**src/verilog/ice51_pkg.sv**
```systemverilog
package ice51_pkg;

   typedef logic [7:0]  byte_t;
   typedef logic [9:0]  code_addr_t;    // program memory is 1k bytes
   typedef logic [15:0] dptr_t;
   typedef logic [2:0]  reg_idx_t;      // r0 .. r7

   //////////////////////////////////////////////////////////////////////
   // opcode map

   localparam byte_t OP_LJMP         = 8'h02;
   localparam byte_t OP_INC_A        = 8'h04;
   localparam byte_t OP_RRC          = 8'h13;
   localparam byte_t OP_DEC_A        = 8'h14;
   localparam byte_t OP_RL           = 8'h23;
   localparam byte_t OP_ADD_A_IMM    = 8'h24;
   localparam byte_t OP_RLC          = 8'h33;
   localparam byte_t OP_ADDC_A_IMM   = 8'h34;
   localparam byte_t OP_JC           = 8'h40;
   localparam byte_t OP_ORL_A_IMM    = 8'h44;
   localparam byte_t OP_JNC          = 8'h50;
   localparam byte_t OP_ANL_A_IMM    = 8'h54;
   localparam byte_t OP_JZ           = 8'h60;
   localparam byte_t OP_XRL_A_IMM    = 8'h64;
   localparam byte_t OP_JNZ          = 8'h70;
   localparam byte_t OP_MOV_A_IMM    = 8'h74;
   localparam byte_t OP_SJMP         = 8'h80;
   localparam byte_t OP_MOV_DPTR     = 8'h90;   // high byte first
   localparam byte_t OP_SUBB_A_IMM   = 8'h94;
   localparam byte_t OP_CLR_C        = 8'hC3;
   localparam byte_t OP_SWAP         = 8'hC4;
   localparam byte_t OP_SETB_C       = 8'hD3;
   localparam byte_t OP_MOVX_A_DPTR  = 8'hE0;
   localparam byte_t OP_CLR_A        = 8'hE4;
   localparam byte_t OP_MOVX_DPTR_A  = 8'hF0;
   localparam byte_t OP_CPL_A        = 8'hF4;

   // register groups, low three bits select rn
   localparam byte_t OP_INC_R        = 8'h08;
   localparam byte_t OP_DEC_R        = 8'h18;
   localparam byte_t OP_ADD_A_R      = 8'h28;
   localparam byte_t OP_MOV_R_IMM    = 8'h78;
   localparam byte_t OP_DJNZ_R       = 8'hD8;
   localparam byte_t OP_MOV_A_R      = 8'hE8;
   localparam byte_t OP_MOV_R_A      = 8'hF8;

   // movx targets
   localparam dptr_t IO_TX_STATUS    = 16'h0200;
   localparam dptr_t IO_TX_DATA      = 16'h0201;

   //////////////////////////////////////////////////////////////////////
   // control types

   typedef enum logic [4:0] {
      ALU_MOVE, ALU_ADD, ALU_ADDC, ALU_SUBB, ALU_AND, ALU_OR, ALU_XOR,
      ALU_INC, ALU_DEC, ALU_CLR, ALU_CPL, ALU_RL, ALU_RLC, ALU_RRC, ALU_SWAP,
      ALU_SETC, ALU_CLRC, ALU_NONE
   } alu_op_e;

   typedef enum logic [1:0] {SRC_IMM, SRC_REG, SRC_IO} a_src_e;

   typedef enum logic [2:0] {
      BR_NONE, BR_SJMP, BR_JZ, BR_JNZ, BR_JC, BR_JNC, BR_DJNZ, BR_LJMP
   } br_e;

   typedef enum logic [2:0] {FS_REQ, FS_OPCODE, FS_OPER1, FS_OPER2, FS_EXEC} fetch_state_e;

   typedef struct packed {
      byte_t      opcode;
      byte_t      op1;
      byte_t      op2;
      code_addr_t next_pc;     // fall-through address
   } instr_t;

   typedef struct packed {
      logic [1:0] len;         // bytes incl. opcode
      alu_op_e    alu_op;
      a_src_e     a_src;
      logic       acc_we;
      logic       reg_we;
      reg_idx_t   reg_idx;
      logic       carry_we;
      br_e        br;
      logic       dptr_ld;
      logic       io_wr;
      logic       io_rd;
   } dec_t;

endpackage

```
**src/verilog/ice51_fetch.sv**
```systemverilog
`timescale 1ns/1ps

module ice51_fetch import ice51_pkg::*; (
   input  logic       i_clk,
   input  logic       i_nrst,
   input  byte_t      i_code_dat,
   input  logic       i_code_ack,
   input  dec_t       i_dec,
   input  logic       i_exec_done,
   input  code_addr_t i_pc_next,
   output logic       o_code_cyc,
   output logic       o_code_stb,
   output code_addr_t o_code_adr,
   output byte_t      o_opcode,
   output instr_t     o_instr,
   output dec_t       o_dec,
   output logic       o_instr_valid
);

fetch_state_e state;
code_addr_t   pc;
byte_t        opcode_q;
byte_t        op1_q;
byte_t        op2_q;
dec_t         dec_q;
logic         cyc_q;
logic         take;

assign take       = cyc_q & i_code_ack;   // byte lands this edge
assign o_code_cyc = cyc_q;
assign o_code_stb = cyc_q;

// opcode goes straight to the decoder on its ack so the length is known in time
assign o_opcode = (state == FS_OPCODE) ? i_code_dat : opcode_q;
assign o_dec    = dec_q;
assign o_instr  = '{opcode: opcode_q, op1: op1_q, op2: op2_q,
                    next_pc: pc + code_addr_t'(dec_q.len)};

//////////////////////////////////////////////////////////////////////
// fetch sequencing

always_ff @(posedge i_clk or negedge i_nrst) begin
   if (!i_nrst) begin
      state         <= FS_REQ;
      pc            <= '0;
      cyc_q         <= 1'b0;
      o_code_adr    <= '0;
      dec_q         <= '0;
      o_instr_valid <= 1'b0;
   end else begin
      o_instr_valid <= 1'b0;
      case (state)
         FS_REQ: begin
            o_code_adr <= pc;
            cyc_q      <= 1'b1;
            state      <= FS_OPCODE;
         end
         FS_OPCODE: begin
            if (take) begin
               cyc_q      <= 1'b0;
               o_code_adr <= o_code_adr + code_addr_t'(1);
               dec_q      <= i_dec;
               if (i_dec.len == 2'd1) begin
                  o_instr_valid <= 1'b1;
                  state         <= FS_EXEC;
               end else begin
                  state <= FS_OPER1;
               end
            end
         end
         FS_OPER1, FS_OPER2: begin
            if (!cyc_q) begin
               cyc_q <= 1'b1;              // idle cycle between reads done
            end else if (i_code_ack) begin
               cyc_q      <= 1'b0;
               o_code_adr <= o_code_adr + code_addr_t'(1);
               if (state == FS_OPER1 && dec_q.len == 2'd3) begin
                  state <= FS_OPER2;
               end else begin
                  o_instr_valid <= 1'b1;
                  state         <= FS_EXEC;
               end
            end
         end
         FS_EXEC: begin
            if (i_exec_done) begin
               pc    <= i_pc_next;
               state <= FS_REQ;
            end
         end
         default: state <= FS_REQ;
      endcase
   end
end

// instruction bytes
always_ff @(posedge i_clk) begin
   if (take) begin
      case (state)
         FS_OPCODE: opcode_q <= i_code_dat;
         FS_OPER1:  op1_q    <= i_code_dat;
         FS_OPER2:  op2_q    <= i_code_dat;
         default:   op2_q    <= op2_q;
      endcase
   end
end

endmodule

```
**src/verilog/ice51_decode.sv**
```systemverilog
`timescale 1ns/1ps

module ice51_decode import ice51_pkg::*; (
   input  byte_t i_opcode,
   output dec_t  o_dec
);

always_comb begin
   o_dec         = '0;
   o_dec.alu_op  = ALU_NONE;       // anything unknown runs as a one byte nop
   o_dec.a_src   = SRC_IMM;
   o_dec.br      = BR_NONE;
   o_dec.reg_idx = i_opcode[2:0];

   case (i_opcode)
      OP_MOV_A_IMM:   o_dec.alu_op = ALU_MOVE;
      OP_ADD_A_IMM:   o_dec.alu_op = ALU_ADD;
      OP_ADDC_A_IMM:  o_dec.alu_op = ALU_ADDC;
      OP_SUBB_A_IMM:  o_dec.alu_op = ALU_SUBB;
      OP_ANL_A_IMM:   o_dec.alu_op = ALU_AND;
      OP_ORL_A_IMM:   o_dec.alu_op = ALU_OR;
      OP_XRL_A_IMM:   o_dec.alu_op = ALU_XOR;
      OP_INC_A:       o_dec.alu_op = ALU_INC;
      OP_DEC_A:       o_dec.alu_op = ALU_DEC;
      OP_CLR_A:       o_dec.alu_op = ALU_CLR;
      OP_CPL_A:       o_dec.alu_op = ALU_CPL;
      OP_RL:          o_dec.alu_op = ALU_RL;
      OP_RLC:         o_dec.alu_op = ALU_RLC;
      OP_RRC:         o_dec.alu_op = ALU_RRC;
      OP_SWAP:        o_dec.alu_op = ALU_SWAP;
      OP_SETB_C:      o_dec.alu_op = ALU_SETC;
      OP_CLR_C:       o_dec.alu_op = ALU_CLRC;
      OP_SJMP:        o_dec.br     = BR_SJMP;
      OP_JZ:          o_dec.br     = BR_JZ;
      OP_JNZ:         o_dec.br     = BR_JNZ;
      OP_JC:          o_dec.br     = BR_JC;
      OP_JNC:         o_dec.br     = BR_JNC;
      OP_LJMP:        o_dec.br     = BR_LJMP;
      OP_MOVX_A_DPTR: begin
         o_dec.alu_op = ALU_MOVE;
         o_dec.a_src  = SRC_IO;
      end
      default: begin
         // rn groups, matched on the upper five bits
         case (i_opcode[7:3])
            OP_MOV_R_IMM[7:3]: begin
               o_dec.alu_op = ALU_MOVE;
               o_dec.reg_we = 1'b1;
            end
            OP_MOV_R_A[7:3]:   o_dec.reg_we = 1'b1;   // alu passes acc
            OP_MOV_A_R[7:3]: begin
               o_dec.alu_op = ALU_MOVE;
               o_dec.a_src  = SRC_REG;
            end
            OP_ADD_A_R[7:3]: begin
               o_dec.alu_op = ALU_ADD;
               o_dec.a_src  = SRC_REG;
            end
            OP_INC_R[7:3]: begin
               o_dec.alu_op = ALU_INC;
               o_dec.reg_we = 1'b1;
            end
            OP_DEC_R[7:3]: begin
               o_dec.alu_op = ALU_DEC;
               o_dec.reg_we = 1'b1;
            end
            OP_DJNZ_R[7:3]: begin
               o_dec.alu_op = ALU_DEC;
               o_dec.reg_we = 1'b1;
               o_dec.br     = BR_DJNZ;
            end
            default: o_dec.reg_we = 1'b0;
         endcase
      end
   endcase

   o_dec.dptr_ld  = (i_opcode == OP_MOV_DPTR);
   o_dec.io_wr    = (i_opcode == OP_MOVX_DPTR_A);
   o_dec.io_rd    = (i_opcode == OP_MOVX_A_DPTR);
   o_dec.carry_we = o_dec.alu_op inside {ALU_ADD, ALU_ADDC, ALU_SUBB, ALU_RLC, ALU_RRC,
                                         ALU_SETC, ALU_CLRC};
   o_dec.acc_we   = !o_dec.reg_we && !(o_dec.alu_op inside {ALU_NONE, ALU_SETC, ALU_CLRC});

   // a two-operand op on an immediate carries one byte, as do the relative branches
   if (o_dec.br == BR_LJMP || o_dec.dptr_ld)
      o_dec.len = 2'd3;
   else if (o_dec.br != BR_NONE ||
            (o_dec.a_src == SRC_IMM && o_dec.alu_op inside {[ALU_MOVE:ALU_XOR]}))
      o_dec.len = 2'd2;
   else
      o_dec.len = 2'd1;
end

endmodule

```
**src/verilog/ice51_execute.sv**
```systemverilog
`timescale 1ns/1ps

module ice51_execute import ice51_pkg::*; (
   input  logic       i_clk,
   input  logic       i_nrst,
   input  instr_t     i_instr,
   input  dec_t       i_dec,
   input  logic       i_instr_valid,
   input  logic       i_tx_busy,
   output logic       o_exec_done,
   output code_addr_t o_pc_next,
   output logic       o_tx_start,
   output byte_t      o_tx_data
);

byte_t      acc;
logic       carry;
byte_t      regs [8];
dptr_t      dptr;
byte_t      reg_rd;
byte_t      io_rd_data;
byte_t      alu_a;
byte_t      alu_b;
byte_t      alu_res;
logic       alu_cy;
logic [8:0] sum;
logic [8:0] diff;
byte_t      rel;
code_addr_t br_target;
logic       taken;
logic       tx_wr;
logic       wr_pend;      // tx write waiting on a busy line

assign reg_rd     = regs[i_dec.reg_idx];
assign io_rd_data = (i_dec.io_rd && dptr == IO_TX_STATUS) ? {7'd0, i_tx_busy} : 8'h00;

// inc/dec rn work on the register, everything else on acc
assign alu_a = (i_dec.reg_we && i_dec.alu_op inside {ALU_INC, ALU_DEC}) ? reg_rd : acc;
assign alu_b = (i_dec.a_src == SRC_REG) ? reg_rd :
               (i_dec.a_src == SRC_IO)  ? io_rd_data :
                                          i_instr.op1;

//////////////////////////////////////////////////////////////////////
// alu

always_comb begin
   sum     = {1'b0, alu_a} + {1'b0, alu_b} + {8'd0, carry & (i_dec.alu_op == ALU_ADDC)};
   diff    = {1'b0, alu_a} - {1'b0, alu_b} - {8'd0, carry};   // bit 8 is the borrow
   alu_res = alu_a;
   alu_cy  = carry;
   case (i_dec.alu_op)
      ALU_MOVE:          alu_res = alu_b;
      ALU_ADD, ALU_ADDC: {alu_cy, alu_res} = sum;
      ALU_SUBB:          {alu_cy, alu_res} = diff;
      ALU_AND:           alu_res = alu_a & alu_b;
      ALU_OR:            alu_res = alu_a | alu_b;
      ALU_XOR:           alu_res = alu_a ^ alu_b;
      ALU_INC:           alu_res = alu_a + 8'd1;    // carry untouched
      ALU_DEC:           alu_res = alu_a - 8'd1;
      ALU_CLR:           alu_res = 8'h00;
      ALU_CPL:           alu_res = ~alu_a;
      ALU_RL:            alu_res = {alu_a[6:0], alu_a[7]};
      ALU_RLC:           {alu_cy, alu_res} = {alu_a, carry};
      ALU_RRC:           {alu_res, alu_cy} = {carry, alu_a};
      ALU_SWAP:          alu_res = {alu_a[3:0], alu_a[7:4]};
      ALU_SETC:          alu_cy  = 1'b1;
      ALU_CLRC:          alu_cy  = 1'b0;
      default:           alu_res = alu_a;           // none passes acc through
   endcase
end

//////////////////////////////////////////////////////////////////////
// branches

always_comb begin
   case (i_dec.br)
      BR_SJMP, BR_LJMP: taken = 1'b1;
      BR_JZ:            taken = (acc == 8'h00);
      BR_JNZ:           taken = (acc != 8'h00);
      BR_JC:            taken = carry;
      BR_JNC:           taken = !carry;
      BR_DJNZ:          taken = (alu_res != 8'h00);  // decremented rn
      default:          taken = 1'b0;
   endcase
end

assign rel       = (i_dec.br == BR_DJNZ) ? i_instr.op2 : i_instr.op1;
assign br_target = (i_dec.br == BR_LJMP) ? {i_instr.op1[1:0], i_instr.op2} :
                                           i_instr.next_pc + {{2{rel[7]}}, rel};
assign o_pc_next = taken ? br_target : i_instr.next_pc;

//////////////////////////////////////////////////////////////////////
// architectural state

always_ff @(posedge i_clk or negedge i_nrst) begin
   if (!i_nrst) begin
      acc   <= '0;
      carry <= 1'b0;
      dptr  <= '0;
      for (int i = 0; i < 8; i++) regs[i] <= '0;
   end else if (i_instr_valid) begin
      if (i_dec.acc_we)   acc                 <= alu_res;
      if (i_dec.carry_we) carry               <= alu_cy;
      if (i_dec.reg_we)   regs[i_dec.reg_idx] <= alu_res;
      if (i_dec.dptr_ld)  dptr                <= {i_instr.op1, i_instr.op2};
   end
end

// serial data write, held off while the transmitter is busy
assign tx_wr = i_dec.io_wr && (dptr == IO_TX_DATA);

always_ff @(posedge i_clk or negedge i_nrst) begin
   if (!i_nrst)                                   wr_pend <= 1'b0;
   else if (i_instr_valid && tx_wr && i_tx_busy)  wr_pend <= 1'b1;
   else if (!i_tx_busy)                           wr_pend <= 1'b0;
end

assign o_tx_start  = tx_wr && (i_instr_valid || wr_pend) && !i_tx_busy;
assign o_tx_data   = acc;
assign o_exec_done = (i_instr_valid && !(tx_wr && i_tx_busy)) || (wr_pend && !i_tx_busy);

endmodule

```
**src/verilog/ice51_uart_tx.sv**
```systemverilog
`timescale 1ns/1ps

module ice51_uart_tx import ice51_pkg::*; #(
   parameter int CLKS_PER_BIT = 104
) (
   input  logic  i_clk,
   input  logic  i_nrst,
   input  logic  i_start,
   input  byte_t i_data,
   output logic  o_tx,
   output logic  o_busy
);

localparam int CW = $clog2(CLKS_PER_BIT);

typedef enum logic [1:0] {TX_IDLE, TX_START, TX_DATA, TX_STOP} tx_state_e;

tx_state_e     state;
logic [CW-1:0] clk_cnt;     // clocks into current bit
logic [2:0]    bit_cnt;
byte_t         shreg;
logic          bit_end;

assign bit_end = (clk_cnt == CW'(CLKS_PER_BIT - 1));
assign o_busy  = (state != TX_IDLE);

always_comb begin
   case (state)
      TX_START: o_tx = 1'b0;
      TX_DATA:  o_tx = shreg[0];    // lsb first
      default:  o_tx = 1'b1;        // idle and stop bit
   endcase
end

always_ff @(posedge i_clk or negedge i_nrst) begin
   if (!i_nrst) begin
      state   <= TX_IDLE;
      clk_cnt <= '0;
      bit_cnt <= '0;
   end else begin
      clk_cnt <= (state == TX_IDLE || bit_end) ? '0 : clk_cnt + 1'b1;
      case (state)
         TX_IDLE:  if (i_start) state <= TX_START;
         TX_START: if (bit_end) begin
            state   <= TX_DATA;
            bit_cnt <= '0;
         end
         TX_DATA:  if (bit_end) begin
            bit_cnt <= bit_cnt + 3'd1;
            if (bit_cnt == 3'd7) state <= TX_STOP;
         end
         default:  if (bit_end) state <= TX_IDLE;
      endcase
   end
end

always_ff @(posedge i_clk) begin
   if (state == TX_IDLE && i_start)  shreg <= i_data;
   else if (state == TX_DATA && bit_end) shreg <= {1'b1, shreg[7:1]};
end

endmodule

```
**src/verilog/ice51_top.sv**
```systemverilog
`timescale 1ns/1ps

module ice51_top import ice51_pkg::*; #(
   parameter int CLKS_PER_BIT = 104      // serial bit time in clocks
) (
   input  logic       i_clk,
   input  logic       i_nrst,
   output logic       o_code_cyc,
   output logic       o_code_stb,
   output code_addr_t o_code_adr,
   input  byte_t      i_code_dat,
   input  logic       i_code_ack,
   output logic       o_uart_tx
);

byte_t      opcode;
dec_t       dec_comb;     // decoder output
dec_t       dec_q;        // held with the instruction
instr_t     instr;
logic       instr_valid;
logic       exec_done;
code_addr_t pc_next;
logic       tx_start;
byte_t      tx_data;
logic       tx_busy;

//////////////////////////////////////////////////////////////////////
// core

ice51_fetch fetch0 (
   .i_clk         (i_clk),
   .i_nrst        (i_nrst),
   .i_code_dat    (i_code_dat),
   .i_code_ack    (i_code_ack),
   .i_dec         (dec_comb),
   .i_exec_done   (exec_done),
   .i_pc_next     (pc_next),
   .o_code_cyc    (o_code_cyc),
   .o_code_stb    (o_code_stb),
   .o_code_adr    (o_code_adr),
   .o_opcode      (opcode),
   .o_instr       (instr),
   .o_dec         (dec_q),
   .o_instr_valid (instr_valid)
);

ice51_decode decode0 (
   .i_opcode (opcode),
   .o_dec    (dec_comb)
);

ice51_execute execute0 (
   .i_clk         (i_clk),
   .i_nrst        (i_nrst),
   .i_instr       (instr),
   .i_dec         (dec_q),
   .i_instr_valid (instr_valid),
   .i_tx_busy     (tx_busy),
   .o_exec_done   (exec_done),
   .o_pc_next     (pc_next),
   .o_tx_start    (tx_start),
   .o_tx_data     (tx_data)
);

// serial out
ice51_uart_tx #(.CLKS_PER_BIT(CLKS_PER_BIT)) uart_tx0 (
   .i_clk   (i_clk),
   .i_nrst  (i_nrst),
   .i_start (tx_start),
   .i_data  (tx_data),
   .o_tx    (o_uart_tx),
   .o_busy  (tx_busy)
);

endmodule

```
**config.mk**
```make
export PLATFORM = sky130hd
export DESIGN_NAME = ice51_top
export DESIGN_NICKNAME = d
export VERILOG_FILES = /design/src/verilog/ice51_pkg.sv /design/src/verilog/ice51_fetch.sv /design/src/verilog/ice51_decode.sv /design/src/verilog/ice51_execute.sv /design/src/verilog/ice51_uart_tx.sv /design/src/verilog/ice51_top.sv
export SDC_FILE = /design/constraint.sdc
export NUM_CORES = 1
export LEC_CHECK = 0
export BUFFER_PORTS_ARGS = -buffer_cell sky130_fd_sc_hd__clkbuf_2
export CAP_MARGIN = 25
export CORE_MARGIN = 4
export CORE_UTILIZATION = 50
export DETAILED_ROUTE_END_ITERATION = 7
export PLACE_DENSITY = 0.64
export SKIP_LAST_GASP = 1
export SLEW_MARGIN = 20
export SYNTH_ARGS = -nofsm -noshare
export SYNTH_HDL_FRONTEND = slang
export SYNTH_SLANG_ARGS = --single-unit
```
**constraint.sdc**
```tcl
create_clock -name i_clk -period 5.25 [get_ports i_clk]
set_input_delay 0.2625 -clock i_clk [delete_from_list [all_inputs] [get_ports i_clk]]
set_output_delay 0.2625 -clock i_clk [all_outputs]
set_load 0.02 [all_outputs]
```
==> results.ini <==
[status]
status = finished, final reports clean

[layout]
syn_to_final_growth_pct = 15.3
design_area_mm2 = 0.0140
antennaDiodeCount = 0
fin_cells = 1758
drive_gt1_share_pct = 19.8
final_core_util_pct = 59.2
fillers = 2123
nets = 1496

[hold_path]
worstHoldEndpoint = fetch0.op2_q[4]
hp-start = i_code_dat[4]
min_path_type = in -> reg
hold_depth = 1

[synth]
yosysMostFrequentCell = nand2_1
ys_types = 90
avgSynthCellArea_um2 = 9.04
synthCells = 1346
netlist_area_mm2 = 0.0122
synth_seq_cells = 180
synth-edff-count = 32
synthArstFlopShare_pct = 82.2
synth.largest_area_cell = dfrtp_1
synth_ff_type = dfrtp_1
ys_top_cells_by_area = dfrtp_1 (30%), edfxtp_1 (7.9%), nand2_1 (7.2%)
seq_area_frac_synth_pct = 38.3
synth_top_area_share_pct = 30.4
yosys_warnings = 0
netlist_top_cells_count = nand2_1 (232), dfrtp_1 (148), nor2_1 (80)
syn-num-nets = 1416

[setup_path]
cp.required_ps = 5560
r2r_start = fetch0.o_dec[8]
cp_data_arrival_time_ps = 5420
critPathCaptureType = flop
reg2reg_to = fetch0.pc[7]
crit_chain = buf_4 -> mux2i_1 -> o2bb2ai_1 -> a22oi_1 -> o31ai_2 -> mux2_2 -> inv_1 -> ha_1 -> ha_1 -> nand2_1 -> nor2_1 -> a21oi_1 -> a221oi_1 -> buf_4 -> nor3_1 -> and3_1 -> a32oi_1 -> buf_4 -> nor4_2 -> buf_4 -> nor2_1 -> o32a_1 -> o211a_1
crit_type = reg -> reg
slowest_stage = dfrtp_2
rr_worst_depth = 23
slowest_delay_ps = 520
reg2reg_slack_ps = 140
cp-start-kind = flop
cp_max_fo = 14
cpMostUsedCell = buf_4

[timing]
fin_hold_ws_ps = 129
fin_tns_setup_ps = 0
hold_violations = 0
finalCritPeriodShare_pct = 97.3
clock-skew-final_ps = 21.0
tightestPinTransition_ps = 985
final.min_clock_period_ps = 5110
fin_ws_ps = 142
fmax_mhz = 196
relSlewSlack_pct = 33.8
slew_viol_final = 0
setup_viol = 0

[placement]
placed_area_mm2 = 0.0131
preCtsSetupSlack_ps = -57.8
numPortBuffers = 23
routabilityCongestion = 0.987
placed_cells = 1717
dp_hpwl_um = 27400

[floorplan]
io_pins = 24
placementRows = 56
die_area_mm2 = 0.0269
initial_core_util_pct = 51.4
die_y_um = 164
die_w_um = 164
coreArea_mm2 = 0.0237

[route]
ant_nets = 0
vias_per_cell = 6.08
vias = 10685
drcViolationCount = 0
wl_per_cell_um = 21.4
initialDrtViolationCount = 1043
firstDrtPassIters = 5
finalWirelength_um = 37600

[global_routing]
grt_first_pass_wirelength_um = 59700
gr-usage-all-layers_pct = 28.5
grt_max_degree = 87
grt_overflow_total = 0
antenna_found_initial = 0
grt_pass1_vias = 10408

[cts]
cts_max_path_buffers = 2
htree_levels = 4
numCtsBuffers = 17
clk_pin_slew_worst_paths_ps = 80
insertion_delay_ps = 440
clock-root-buffer = clkbuf_16
cts_tree = done
clock-sinks = 180

[pwr]
p_per_area_mw_per_mm2 = 531
ir_drop_v = 0.000280
power_mw = 7.45
power_leakage_nw = 6.35

[job]
drv_cap = 0

metal layers:
| layer | up-vias | track usage [%] | part of all wire (%) |
|---|---|---|---|
| li1 | 5078 | - | - |
| met1 | 5163 | 42.6 | 47 |
| met2 | 379 | 42.5 | 44 |
| met3 | 65 | 4.44 | 7.0 |
| met4 | 0 | 9.00 | 2.7 |
| met5 | - | 0 | 0 |
where the power goes:
part / total [mW] / internal [mW] / switching (mW)
Sequential: 2.03 / 1.73 / 0.300
Combinational: 4.06 / 1.67 / 2.39
Clock: 1.36 / 0.671 / 0.690
Total: 7.45 / 4.07 / 3.38
cell families after synthesis:
kind of cell | share of synthesized area [%]
flops | 38.3
simple gates | 18.9
compound gates | 19.8
xor+xnor | 2.35
mux | 10.0
fa+ha+maj | 6.50
buf+inv | 4.08
final cells by class:
class	count	area (um2)	area share, %
inverters	58	218	1.55
multi-input cells	1045	7170	51.1
clock buffers	17	425	3.03
clock inverters	15	215	1.53
well taps	319	399	2.85
flip-flops and latches	180	4670	33.3
repair buffers	124	933	6.65
flip-flops by register name, indices dropped and copies added (netlist names):
register and cells:
uart_tx0.clk_cnt 7, fetch0.op1_q 8, uart_tx0.state 2, fetch0.pc 10
execute0.o_tx_data 8, fetch0.o_instr_valid 1, fetch0.state 3, execute0.dptr 16
fetch0.opcode_q 8, fetch0.o_dec 21, execute0.wr_pend 1, uart_tx0.bit_cnt 3
fetch0.op2_q 8, execute0.regs 64, execute0.carry 1, uart_tx0.shreg 8
fetch0.o_code_adr 10, fetch0.o_code_cyc 1
worst max-delay path: cells and delay by family (launching register included):
| family | cells | cell delay, ps |
|---|---|---|
| AO/OA/AOI/OAI | 8 | 1470 |
| buffers and inverters | 5 | 870 |
| AND/OR/NAND/NOR | 6 | 830 |
| adder cells (fa/ha/maj) | 2 | 680 |
| multiplexers | 2 | 600 |
| flip-flops | 1 | 520 |
how the worst max path moves through the flow:
stage / startpoint / end / slack, ps / cells after the start
final: fetch0.o_dec[8] / fetch0.pc[7] / 140 / 23
after global routing: fetch0.o_dec[8] / fetch0.pc[7] / -40 / 23
after CTS: execute0.dptr[1] / fetch0.pc[6] / 40 / 21
after detailed placement: fetch0.o_dec[7] / fetch0.pc[6] / -60 / 18
after global placement: fetch0.o_dec[7] / fetch0.pc[6] / -30 / 18
after floorplan: fetch0.o_dec[15] / fetch0.pc[3] / 70 / 22
cell usage in the layout, fill, tap and decap left out, types with 10 or more instances in the layout:
cell,instances
a21o_1,15
a21oi_1,70
a22oi_1,21
and3_1,13
buf_4,94
clkbuf_16,18
clkbuf_2,22
dfrtp_1,145
edfxtp_1,32
ha_1,51
inv_1,55
mux2_2,76
mux2i_1,34
nand2_1,232
nand2b_1,20
nand3_1,29
nand3b_1,10
nor2_1,80
nor2b_1,14
nor3_1,32
o211ai_1,11
o21ai_0,76
o21ai_1,11
xnor2_1,18
xor2_1,12
timing repair:
item,in CTS,in global routing
hold buffers,1,0
cloned,0,1
endpoints found under the setup margin,7,10
gates resized for setup,5,33
endpoints found under the hold margin,85,0
setup buffers,0,7
pin swaps,0,7
Power figures use the tool's default switching activity.
